===== src/cpu6502_defs.svh =====
`ifndef CPU6502_DEFS_SVH
`define CPU6502_DEFS_SVH

// bus widths
`define CPU_DATA_W 8
`define CPU_ADDR_W 16

// cycle count within one instruction
`define CPU_CYC_W 3

// first opcode fetch after reset
`define CPU_START_PC 16'h0200

// opcode split as aaabbbcc
`define OP_AAA_HI 7
`define OP_AAA_LO 5
`define OP_BBB_HI 4
`define OP_BBB_LO 2
`define OP_CC_HI 1
`define OP_CC_LO 0

`endif


===== src/cpu6502_pkg.sv =====
`default_nettype none
`include "cpu6502_defs.svh"

package cpu6502_pkg;

   typedef logic [`CPU_DATA_W-1:0] byte_t;
   typedef logic [`CPU_ADDR_W-1:0] addr_t;
   typedef logic [`CPU_CYC_W-1:0]  cyc_t;

   typedef enum logic [3:0] {
      ALU_ADC,
      ALU_AND,
      ALU_ORA,
      ALU_EOR,
      ALU_PASS,
      ALU_INC,
      ALU_DEC,
      ALU_CLC,
      ALU_SEC
   } alu_op_e;

   // where the bus address comes from
   typedef enum logic [1:0] {ADDR_PC, ADDR_IDL_LOW, ADDR_IDL} addr_src_e;

   typedef enum logic [1:0] {DST_NONE, DST_A, DST_X} dst_e;

   typedef enum logic {OPSRC_A, OPSRC_X} opsrc_e;

   // supported opcodes, anything else runs as a two-cycle NOP
   typedef enum logic [7:0] {
      ORA_IMM = 8'h09, ORA_ZPG = 8'h05, ORA_ABS = 8'h0D,
      AND_IMM = 8'h29, AND_ZPG = 8'h25, AND_ABS = 8'h2D,
      EOR_IMM = 8'h49, EOR_ZPG = 8'h45, EOR_ABS = 8'h4D,
      ADC_IMM = 8'h69, ADC_ZPG = 8'h65, ADC_ABS = 8'h6D,
      STA_ZPG = 8'h85, STA_ABS = 8'h8D,
      LDA_IMM = 8'hA9, LDA_ZPG = 8'hA5, LDA_ABS = 8'hAD,
      LDX_IMM = 8'hA2,
      TAX     = 8'hAA,
      TXA     = 8'h8A,
      INX     = 8'hE8,
      DEX     = 8'hCA,
      CLC     = 8'h18,
      SEC     = 8'h38,
      JMP_ABS = 8'h4C,
      NOP     = 8'hEA
   } opcode_e;

endpackage

`default_nettype wire


===== src/ctrl_if.sv =====
`timescale 1ns/10ps
`default_nettype none

interface ctrl_if;
   import cpu6502_pkg::*;

   logic      pc_inc;
   logic      pc_load;
   logic      ir_load;
   logic      idl_low_load;
   logic      idl_hi_load;
   addr_src_e addr_src;
   logic      write;
   alu_op_e   alu_op;
   logic      op_b_mem;
   opsrc_e    opsrc;
   dst_e      dst;
   // final bus cycle of the instruction
   logic      last;

   modport rom (output pc_inc, pc_load, ir_load, idl_low_load, idl_hi_load, addr_src,
                write, alu_op, op_b_mem, opsrc, dst, last);

   modport seq (input ir_load, last);

   modport dp (input pc_inc, pc_load, idl_low_load, idl_hi_load, addr_src,
               write, alu_op, op_b_mem, opsrc, dst);

endinterface

`default_nettype wire


===== src/control_rom.sv =====
`timescale 1ns/10ps
`default_nettype none
`include "cpu6502_defs.svh"

module control_rom (
   ctrl_if.rom                ctrl,
   input  cpu6502_pkg::byte_t ir,
   input  cpu6502_pkg::byte_t fetch_data,
   input  cpu6502_pkg::cyc_t  cyc
);
   import cpu6502_pkg::*;

   byte_t      op;
   logic [2:0] aaa;
   logic [2:0] bbb;
   logic [1:0] cc;
   logic       arith_ok;
   alu_op_e    arith_op;

   // on the fetch cycle the opcode is still on the bus
   assign op  = (cyc == '0) ? fetch_data : ir;
   assign aaa = op[`OP_AAA_HI:`OP_AAA_LO];
   assign bbb = op[`OP_BBB_HI:`OP_BBB_LO];
   assign cc  = op[`OP_CC_HI:`OP_CC_LO];

   // kept cc=01 forms: ORA..LDA in zpg, imm, abs, no STA immediate
   assign arith_ok = (aaa <= 3'd5) && (bbb inside {3'b001, 3'b010, 3'b011}) &&
                     !(aaa == 3'd4 && bbb == 3'b010);

   always_comb begin
      case (aaa)
         3'd0:    arith_op = ALU_ORA;
         3'd1:    arith_op = ALU_AND;
         3'd2:    arith_op = ALU_EOR;
         3'd3:    arith_op = ALU_ADC;
         default: arith_op = ALU_PASS;
      endcase
   end

   always_comb begin
      // idle: read at PC, nothing written
      ctrl.pc_inc       = 1'b0;
      ctrl.pc_load      = 1'b0;
      ctrl.ir_load      = 1'b0;
      ctrl.idl_low_load = 1'b0;
      ctrl.idl_hi_load  = 1'b0;
      ctrl.addr_src     = ADDR_PC;
      ctrl.write        = 1'b0;
      ctrl.alu_op       = ALU_PASS;
      ctrl.op_b_mem     = 1'b0;
      ctrl.opsrc        = OPSRC_A;
      ctrl.dst          = DST_NONE;
      ctrl.last         = 1'b0;

      if (cyc == '0) begin
         ctrl.pc_inc  = 1'b1;
         ctrl.ir_load = 1'b1;
      end else if (cc == 2'b01 && arith_ok) begin
         if (cyc == 3'd1 && bbb == 3'b010) begin
            // immediate byte goes straight to the ALU
            ctrl.pc_inc   = 1'b1;
            ctrl.op_b_mem = 1'b1;
            ctrl.alu_op   = arith_op;
            ctrl.dst      = DST_A;
            ctrl.last     = 1'b1;
         end else if (cyc == 3'd1) begin
            ctrl.pc_inc       = 1'b1;
            ctrl.idl_low_load = 1'b1;
         end else if (cyc == 3'd2 && bbb == 3'b011) begin
            ctrl.pc_inc      = 1'b1;
            ctrl.idl_hi_load = 1'b1;
         end else begin
            // operand access, page zero or absolute
            ctrl.addr_src = (bbb == 3'b001) ? ADDR_IDL_LOW : ADDR_IDL;
            ctrl.last     = 1'b1;
            if (aaa == 3'd4) begin
               ctrl.write = 1'b1;
            end else begin
               ctrl.op_b_mem = 1'b1;
               ctrl.alu_op   = arith_op;
               ctrl.dst      = DST_A;
            end
         end
      end else begin
         // cc=10 and cc=00 groups: X, transfers, flags, jump
         ctrl.last = 1'b1;
         case (op)
            LDX_IMM: begin
               ctrl.pc_inc   = 1'b1;
               ctrl.op_b_mem = 1'b1;
               ctrl.dst      = DST_X;
            end
            TAX: ctrl.dst = DST_X;
            TXA: begin
               ctrl.opsrc = OPSRC_X;
               ctrl.dst   = DST_A;
            end
            INX, DEX: begin
               ctrl.alu_op = (op == INX) ? ALU_INC : ALU_DEC;
               ctrl.opsrc  = OPSRC_X;
               ctrl.dst    = DST_X;
            end
            CLC: ctrl.alu_op = ALU_CLC;
            SEC: ctrl.alu_op = ALU_SEC;
            JMP_ABS: begin
               if (cyc == 3'd1) begin
                  ctrl.pc_inc       = 1'b1;
                  ctrl.idl_low_load = 1'b1;
                  ctrl.last         = 1'b0;
               end else begin
                  // high byte comes off the bus this cycle
                  ctrl.pc_load = 1'b1;
               end
            end
            default: begin
               // NOP and unknown opcodes, dummy read of PC
               ctrl.last = 1'b1;
            end
         endcase
      end
   end

   // every instruction is done by its fourth bus cycle
   always_comb begin
      assert final (cyc != 3'd3 || ctrl.last)
         else $error("control ROM: no last cycle at cycle 3");
   end

endmodule

`default_nettype wire


===== src/cycle_sequencer.sv =====
`timescale 1ns/10ps
`default_nettype none

module cycle_sequencer (
   input  logic               clk,
   input  logic               reset,
   ctrl_if.seq                ctrl,
   input  logic               mem_ready,
   input  cpu6502_pkg::byte_t mem_rdata,
   output logic               mem_valid,
   output logic               sync,
   output logic               step,
   output cpu6502_pkg::byte_t ir,
   output cpu6502_pkg::cyc_t  cyc
);
   import cpu6502_pkg::*;

   logic valid_q;

   assign mem_valid = valid_q;
   assign step      = valid_q && mem_ready;
   assign sync      = valid_q && (cyc == '0);

   // bus goes live the cycle after reset drops
   always_ff @(posedge clk) begin
      if (reset) begin
         valid_q <= 1'b0;
         cyc     <= '0;
      end else begin
         valid_q <= 1'b1;
         if (step) begin
            if (ctrl.last) begin
               cyc <= '0;
            end else begin
               cyc <= cyc + 1'b1;
            end
         end
      end
   end

   always_ff @(posedge clk) begin
      if (step && ctrl.ir_load) begin
         ir <= mem_rdata;
      end
   end

   // an accepted cycle 3 always wraps back to the fetch
   assert property (@(posedge clk) disable iff (reset) (step && cyc == 3'd3) |=> cyc == '0)
      else $error("cycle count passed 3");

endmodule

`default_nettype wire


===== src/alu.sv =====
`timescale 1ns/10ps
`default_nettype none
`include "cpu6502_defs.svh"

module alu (
   input  cpu6502_pkg::alu_op_e op,
   input  cpu6502_pkg::byte_t   a,
   input  cpu6502_pkg::byte_t   b,
   input  logic                 carry_in,
   output cpu6502_pkg::byte_t   result,
   output logic                 n,
   output logic                 z,
   output logic                 c,
   output logic                 v,
   // which of {n, z, c, v} the op changes
   output logic [3:0]           flags_en
);
   import cpu6502_pkg::*;

   logic [`CPU_DATA_W:0] sum;

   assign sum = {1'b0, a} + {1'b0, b} + {{`CPU_DATA_W{1'b0}}, carry_in};

   always_comb begin
      result   = b;
      c        = carry_in;
      v        = 1'b0;
      flags_en = 4'b0000;
      case (op)
         ALU_ADC: begin
            result   = sum[`CPU_DATA_W-1:0];
            c        = sum[`CPU_DATA_W];
            // same-sign operands, different-sign result
            v        = (a[`CPU_DATA_W-1] == b[`CPU_DATA_W-1]) &&
                       (result[`CPU_DATA_W-1] != a[`CPU_DATA_W-1]);
            flags_en = 4'b1111;
         end
         ALU_AND: begin
            result   = a & b;
            flags_en = 4'b1100;
         end
         ALU_ORA: begin
            result   = a | b;
            flags_en = 4'b1100;
         end
         ALU_EOR: begin
            result   = a ^ b;
            flags_en = 4'b1100;
         end
         ALU_PASS: flags_en = 4'b1100;
         ALU_INC: begin
            result   = a + 1'b1;
            flags_en = 4'b1100;
         end
         ALU_DEC: begin
            result   = a - 1'b1;
            flags_en = 4'b1100;
         end
         ALU_CLC: begin
            c        = 1'b0;
            flags_en = 4'b0010;
         end
         ALU_SEC: begin
            c        = 1'b1;
            flags_en = 4'b0010;
         end
         default: flags_en = 4'b0000;
      endcase
   end

   assign n = result[`CPU_DATA_W-1];
   assign z = (result == '0);

endmodule

`default_nettype wire


===== src/reg_file.sv =====
`timescale 1ns/10ps
`default_nettype none
`include "cpu6502_defs.svh"

module reg_file (
   input  logic               clk,
   input  logic               reset,
   input  logic               step,
   ctrl_if.dp                 ctrl,
   input  cpu6502_pkg::byte_t mem_rdata,
   input  cpu6502_pkg::byte_t alu_result,
   input  logic               alu_n,
   input  logic               alu_z,
   input  logic               alu_c,
   input  logic               alu_v,
   input  logic [3:0]         alu_flags_en,
   output cpu6502_pkg::byte_t alu_a,
   output cpu6502_pkg::byte_t alu_b,
   output logic               carry,
   output cpu6502_pkg::addr_t mem_addr,
   output logic               mem_write,
   output cpu6502_pkg::byte_t mem_wdata
);
   import cpu6502_pkg::*;

   addr_t      pc;
   byte_t      idl_low;
   byte_t      idl_hi;
   byte_t      a_reg;
   byte_t      x_reg;
   // n, z, c, v
   logic [3:0] flags;
   logic       alu_live;

   assign alu_a = (ctrl.opsrc == OPSRC_X) ? x_reg : a_reg;
   // register moves pass the selected register through b
   assign alu_b = ctrl.op_b_mem ? mem_rdata : alu_a;
   assign carry = flags[1];

   assign alu_live = (ctrl.dst != DST_NONE) || (ctrl.alu_op == ALU_CLC) ||
                     (ctrl.alu_op == ALU_SEC);

   always_comb begin
      case (ctrl.addr_src)
         ADDR_IDL_LOW: mem_addr = {8'h00, idl_low};
         ADDR_IDL:     mem_addr = {idl_hi, idl_low};
         default:      mem_addr = pc;
      endcase
   end

   assign mem_write = ctrl.write;
   assign mem_wdata = a_reg;

   always_ff @(posedge clk) begin
      if (reset) begin
         pc    <= `CPU_START_PC;
         a_reg <= '0;
         x_reg <= '0;
         flags <= '0;
      end else if (step) begin
         if (ctrl.pc_load) begin
            pc <= {mem_rdata, idl_low};
         end else if (ctrl.pc_inc) begin
            pc <= pc + 1'b1;
         end
         if (ctrl.dst == DST_A) begin
            a_reg <= alu_result;
         end
         if (ctrl.dst == DST_X) begin
            x_reg <= alu_result;
         end
         if (alu_live) begin
            flags <= (flags & ~alu_flags_en) |
                     ({alu_n, alu_z, alu_c, alu_v} & alu_flags_en);
         end
      end
   end

   // operand address latches
   always_ff @(posedge clk) begin
      if (step && ctrl.idl_low_load) begin
         idl_low <= mem_rdata;
      end
      if (step && ctrl.idl_hi_load) begin
         idl_hi <= mem_rdata;
      end
   end

   // a stalled store keeps its address and data on the bus
   assert property (@(posedge clk) disable iff (reset)
                    (mem_write && !step) |=> mem_write && $stable(mem_addr) &&
                                             $stable(mem_wdata))
      else $error("store changed on the bus while stalled");

endmodule

`default_nettype wire


===== src/cpu6502_top.sv =====
`timescale 1ns/10ps
`default_nettype none

module cpu6502_top (
   input  logic               clk,
   input  logic               reset,
   output logic               mem_valid,
   output logic               mem_write,
   output cpu6502_pkg::addr_t mem_addr,
   output cpu6502_pkg::byte_t mem_wdata,
   input  logic               mem_ready,
   input  cpu6502_pkg::byte_t mem_rdata,
   output logic               sync
);
   import cpu6502_pkg::*;

   logic       step;
   byte_t      ir;
   cyc_t       cyc;
   byte_t      alu_a;
   byte_t      alu_b;
   byte_t      alu_result;
   logic       alu_n;
   logic       alu_z;
   logic       alu_c;
   logic       alu_v;
   logic [3:0] alu_flags_en;
   logic       carry;

   ctrl_if ctrl ();

   control_rom control_rom_i (
      .ctrl       (ctrl.rom),
      .ir         (ir),
      .fetch_data (mem_rdata),
      .cyc        (cyc)
   );

   cycle_sequencer cycle_sequencer_i (
      .clk       (clk),
      .reset     (reset),
      .ctrl      (ctrl.seq),
      .mem_ready (mem_ready),
      .mem_rdata (mem_rdata),
      .mem_valid (mem_valid),
      .sync      (sync),
      .step      (step),
      .ir        (ir),
      .cyc       (cyc)
   );

   alu alu_i (
      .op       (ctrl.alu_op),
      .a        (alu_a),
      .b        (alu_b),
      .carry_in (carry),
      .result   (alu_result),
      .n        (alu_n),
      .z        (alu_z),
      .c        (alu_c),
      .v        (alu_v),
      .flags_en (alu_flags_en)
   );

   reg_file reg_file_i (
      .clk          (clk),
      .reset        (reset),
      .step         (step),
      .ctrl         (ctrl.dp),
      .mem_rdata    (mem_rdata),
      .alu_result   (alu_result),
      .alu_n        (alu_n),
      .alu_z        (alu_z),
      .alu_c        (alu_c),
      .alu_v        (alu_v),
      .alu_flags_en (alu_flags_en),
      .alu_a        (alu_a),
      .alu_b        (alu_b),
      .carry        (carry),
      .mem_addr     (mem_addr),
      .mem_write    (mem_write),
      .mem_wdata    (mem_wdata)
   );

endmodule

`default_nettype wire


===== config.mk =====
export PLATFORM = sky130hd
export DESIGN_NAME = cpu6502_top
export DESIGN_NICKNAME = d
export VERILOG_FILES = /design/src/cpu6502_pkg.sv /design/src/ctrl_if.sv /design/src/control_rom.sv /design/src/cycle_sequencer.sv /design/src/alu.sv /design/src/reg_file.sv /design/src/cpu6502_top.sv
export VERILOG_INCLUDE_DIRS = /design/src
export SDC_FILE = /design/constraint.sdc
export NUM_CORES = 1
export LEC_CHECK = 0
export ABC_AREA = 0
export BUFFER_PORTS_ARGS = -buffer_cell sky130_fd_sc_hd__clkbuf_2
export CORE_MARGIN = 2
export CORE_UTILIZATION = 61
export DETAILED_ROUTE_END_ITERATION = 6
export PLACE_DENSITY_LB_ADDON = 0.2
export RECOVER_POWER = 100
export REMOVE_ABC_BUFFERS = 1
export SETUP_SLACK_MARGIN = 0.3
export SYNTH_ARGS = -nofsm -noshare
export SYNTH_HDL_FRONTEND = slang
export SYNTH_SLANG_ARGS = --single-unit
export TNS_END_PERCENT = 50

===== constraint.sdc =====
create_clock -name clk -period 6.82 [get_ports clk]
set_clock_uncertainty 0.1 [all_clocks]
set_input_delay 1.364 -clock clk [delete_from_list [all_inputs] [get_ports clk]]
set_output_delay 1.364 -clock clk [all_outputs]
set_load 0.1 [all_outputs]

## Word-level counts from Yosys, hierarchy flattened

Cells that the tools add are included.

- Output and inout bits: 27
- Bits of input ports: 11
- Flip-flop bits (word level): 64
- Word-level logic and storage cells: 162

- Equality and inequality tests: 32
- Bitwise operators: 7
- Reductions and logical operators: 31
- Muxes and demuxes: 76
- $add $sub $neg: 6
- Order comparisons: 1

Operators with widths:

| cell | number |
|---|---|
| 8-bit one-hot mux with 6 select lines | 1 |
| 1-bit two-way mux | 44 |
| 8-bit equality test (second input constant) | 5 |
| 16-bit two-way mux | 2 |
| 16-bit one-hot mux with 2 select lines | 1 |
| 2-bit two-way mux | 12 |
| 8-bit two-way mux | 3 |
| 4-bit one-hot mux with 3 select lines | 2 |
| 4-bit two-way mux | 5 |
| 16-bit by 1-bit adder with 16-bit output (second input constant) | 1 |
| 4-bit by 3-bit equality test with 1-bit output (second input constant) | 4 |
| 3-bit by 2-bit equality test with 1-bit output (second input constant) | 5 |
| 1-bit logical AND | 12 |
| 3-bit one-hot mux with 4 select lines | 1 |
| 8-bit by 8-bit adder with 9-bit output | 1 |
| 9-bit by 1-bit adder with 9-bit output | 1 |
| 3-bit by 1-bit equality test with 1-bit output (second input constant) | 3 |
| 8-bit by 1-bit adder with 8-bit output (second input constant) | 1 |
| 4-bit bitwise AND | 2 |
| 8-bit bitwise AND | 1 |
| 4-bit by 2-bit equality test with 1-bit output (second input constant) | 2 |
| 8-bit by 5-bit equality test with 1-bit output (second input constant) | 1 |
| 8-bit by 6-bit equality test with 1-bit output (second input constant) | 1 |
| 8-bit by 7-bit equality test with 1-bit output (second input constant) | 1 |
| 30 further kinds | 41 |

## Depth between registers and ports, before layout

- Depth in word-level cells: 18
- Depth in mapped cells: 26
- Gate-level depth less buffers: 24

## By module

A second synthesis with hierarchy kept.

- Cells, all modules: 606
- Area total of the unflattened synthesis: 5,041.1 um2

Modules (own cells, without submodules):

| module | seq. area each (um2) | area each (um2) | cells each | instances |
|---|---|---|---|---|
| reg_file | 1,141.1 | 2,625.0 | 294 | 1 |
| alu | 0.0 | 1,291.2 | 179 | 1 |
| control_rom | 0.0 | 659.4 | 102 | 1 |
| cycle_sequencer | 320.3 | 465.4 | 31 | 1 |

## Least setup slack after synthesis

Ideal clock, no wire load.

- Path kind: input to output
- Start point: input mem_rdata[2]
- End point: output mem_addr[14]
- Stages on the path: 11
- Path buffers: 3
- Slack: -0.109 ns
- Required time: 5.356 ns
- Arrival: 5.465 ns
- Path through: nand2b_1 -> mux2_4 -> or4_1 -> buf_2 -> nand2_1 -> nor2_1 -> and3_1 -> ha_1 -> clkbuf_1 -> clkbuf_1 -> o21ai_0

- Word-level cells in the longest chain between the ends: 10
- Elaborated cells between the ends (all ways): 21
- Classes of those cells: eq/ne: 5; mux: 8; reduce/logical: 8

RTL lines:

| what | line | RTL |
|---|---|---|
| start, declared | cpu6502_top.sv:12 | `input cpu6502_pkg::byte_t mem_rdata,` |
| 8-bit two-way mux * | control_rom.sv:21 | `assign op = (cyc == '0) ? fetch_data : ir;` |
| 3-bit by 1-bit equality test with 1-bit output, or another cell as far along | control_rom.sv:27, control_rom.sv:74 |  |
| 2-bit two-way mux, or another cell as far along | control_rom.sv:74 | `ctrl.addr_src = (bbb == 3'b001) ? ADDR_IDL_LOW : ADDR_IDL;` |
| 2-bit two-way mux, or another cell as far along | control_rom.sv:69 | `end else if (cyc == 3'd2 && bbb == 3'b011) begin` |
| 2-bit two-way mux / 1-bit logical AND (equally long branches) | control_rom.sv:66, control_rom.sv:27 |  |
| 2-bit two-way mux / 1-bit logical AND (equally long branches) | control_rom.sv:59, control_rom.sv:58 |  |
| 2-bit two-way mux * | control_rom.sv:58 | `end else if (cc == 2'b01 && arith_ok) begin` |
| 2-bit two-way mux * | control_rom.sv:55 | `if (cyc == '0) begin` |
| 2-bit equality test / 2-bit by 1-bit equality test with 1-bit output (equally long branches) | reg_file.sv:44 | `case (ctrl.addr_src)` |
| 16-bit one-hot mux with 2 select lines * | reg_file.sv:44 |  |
| end, declared | cpu6502_top.sv:9 | `output cpu6502_pkg::addr_t mem_addr,` |

Mark *: on every way between the ends. The rest lies on a longest branch, timed or not.

## Worst setup path in the final report

- Start point: input mem_rdata[7]
- End point: output mem_addr[14]

- Word-level cells in the longest chain between the ends: 10
- Elaborated cells between the ends (all ways): 13
- Classes of those cells: order compare: 1; eq/ne: 3; mux: 4; reduce/logical: 5

RTL lines:

| what | line | RTL |
|---|---|---|
| 8-bit two-way mux * | control_rom.sv:21 |  |
| branches (longest 3 deep; another with 3-bit less-or-equal comparator) | n/a |  |
| 1-bit logical AND * | control_rom.sv:27 | `assign arith_ok = (aaa <= 3'd5) && (bbb inside {3'b001, 3'b010, 3'b011}) &&` |
| 1-bit logical AND * | control_rom.sv:58 |  |
| 2-bit two-way mux * | control_rom.sv:58 |  |
| 2-bit two-way mux * | control_rom.sv:55 |  |
| 2-bit equality test / 2-bit by 1-bit equality test with 1-bit output (equally long branches) | reg_file.sv:44 |  |
| 16-bit one-hot mux with 2 select lines * | reg_file.sv:44 |  |

Every way passes the cells marked *.

==> results.ini <==
[sta]
slew_headroom=-1.01
setup_ws_ps=395
setup_viol=0
worst_pin_slew_ps=2940
rsz0062_at_grt=no
min_period_ps=6430
finalHoldViolCount=0
fmax_mhz=156
slew_viol_final=40
fin_crit_sh=0.942

[worst_setup_path]
required_ps=5360
endpoint_kind=primary output
path_class=input pin to primary output
reg2regPathDepth=24
worstSetupStartpointType=input pin
cp_max_fo=14
arrival_ps=4960

[cells_and_area]
final_cell_area_sq_um=5290
fin_util=0.681
regMostFlops=reg_file_i.pc
fillers=681
layout_common_cells=nor2_1, nand2_1, a21oi_1, o21ai_0, dfxtp_1
area_delta_synth_final_pct=8.18
drive_above_1_share=0.103
final_common_cell=nor2_1
finish.cell_count_without_fillers=733
num_antenna_cells=0
largest_reg_flops=16
final_nets=668

[logic_synthesis]
avgSynthCellArea_sq_um=8.19
synth_top_area_cell=dfxtp_1
ys_top_cells_by_area=dfxtp_1, edfxtp_1, ha_1, a21oi_1, o21ai_0
netlist_area_sq_um=4890
yosys_register_bits=61
synthCells=597
synth_top_cell_area_share=0.151
async_reset_ff_frac=0
synth_flop_cell=dfxtp_1
ys_types=77
synth_edf_count=24
synth_warnings=0
ys_seq_area_frac=0.299

[grt]
grt_pass1_wl_microns=22800
antenna_found_initial=0
grt-ovfl-total=0
grt_pass1_vias=4420
grt_usage=0.338
grt_max_degree=46

[floorplan]
core-area_sq_um=7770
die_h_microns=93.6
fp.dieArea_sq_um=8750
placementRows=32
io_pins=38
start_util=0.630
die_x_microns=93.6

[detailed_routing]
num_vias=4800
drtIter0Drc=455
wl_per_cell_microns=19.4
drt_wl_total_microns=14200
drt_first_pass_iters=7
drcViolationCount=1
viasPerCell=6.55
ant_nets=0

[clock_tree]
cts_buffers=9
cts_tree=built
cts_setup_buffers=0
clockBufferDepth=2
clk_pin_slew_ps=70
cts_resized=0
htreeDepth=3
cts-root-buf=clkbuf_8
holdBufCountCts=0
clk_latency_ps=350
cts.sinks=61

[worst_hold_path]
hold_path_class=flop to flop
hold_depth=2

[power_and_ir_drop]
switchingPower_mw=0.239
total_power_mw=0.827
p_int_mw=0.588
leakage_nw=2.08
clkPwrFrac=0.390
seqPwrFrac=0.471
p_per_area_nw_per_um2=156
combPwrFrac=0.139
vdd.ir_drop.worst_mv=0.0945
p_sw_frac=0.289

[placement]
io_buffers=37
gp_congestion=0.971
dp_cells=717
pre_cts_ws_ps=220
post_dp_cell_area_sq_um=5160
dp_hpwl_microns=10100

[run_status]
status=complete, but fails checks
violations=DRC, capacitance limit, slew limit

[run]
drv_cap=2

## routing by layer
layer	global-route usage	wire (microns)	vias to the layer above
li1	-	-	2242
met1	0.466	6090	2274
met2	0.519	6330	250
met3	0.0604	1260	34
met4	0.149	518	0
met5	0	0	-
## area by class of cell
class,instances,area [sq um],area share
Tap cell,102,128,0.0241
Timing Repair Buffer,49,221,0.0418
Clock buffer,13,180,0.0340
Sequential cell,61,1460,0.276
Multi-Input combinational cell,472,3160,0.597
Clock inverter,3,17.5,0.00331
Inverter,33,124,0.0234
## Yosys cell counts, types with 6 or more instances
library cell / n
a211oi_1: 10
a21oi_1: 49
a22o_1: 7
a31oi_1: 8
and3_1: 14
clkbuf_1: 20
dfxtp_1: 37
edfxtp_1: 24
ha_1: 29
inv_1: 31
mux2_2: 12
mux2i_1: 22
nand2_1: 59
nand2b_1: 8
nand3_1: 11
nor2_1: 62
nor2b_1: 9
nor3_1: 13
nor3b_1: 9
o21ai_0: 47
or3_1: 6
## kinds of logic after synthesis
group | share of synthesized area
buf+inv | 0.0550
flops | 0.299
xor+xnor | 0.0141
fa+ha+maj | 0.0824
compound gates | 0.225
mux | 0.0933
simple gates | 0.232
## power groups by stage
| stage | Combinational [mW] | Sequential, mW | Clock, mW |
|---|---|---|---|
| floorplan | 0.0733 | 0.399 | 0 |
| global placement | 0.115 | 0.397 | 0 |
| detailed placement | 0.115 | 0.397 | 0 |
| CTS | 0.115 | 0.389 | 0.325 |
| global route | 0.124 | 0.390 | 0.340 |
| finish | 0.115 | 0.389 | 0.323 |
## path summary, 6_finish.rpt
path	startpoint	to	slack (ps)
worst max-delay path	mem_rdata[7]	mem_addr[14]	390
worst min-delay path	reg_file_i.x_reg[3]	reg_file_i.x_reg[3]	390
worst max register to register	cycle_sequencer_i.cyc[0]	reg_file_i.mem_wdata[6]	770
worst min register to register	reg_file_i.x_reg[3]	reg_file_i.x_reg[3]	390
## worst max-delay path, cell delays in order
cell	delay, ps
clkbuf_1	410
nor4bb_1	340
a31oi_1	90
or4_4	550
nand2_1	130
nor2_1	80
and3_1	180
ha_1	550
buf_4	260
nand2_1	60
o21ai_0	70
clkbuf_1	880
## per-stage QoR
stage / hold slack (ps) / setup TNS [ps]
CTS: 378 / 0
detailed placement: 368 / 0
floorplan: 343 / -286
global route: 417 / 0
global placement: 350 / 0
finish: 385 / 0
(Power assumes the default switching activity.)
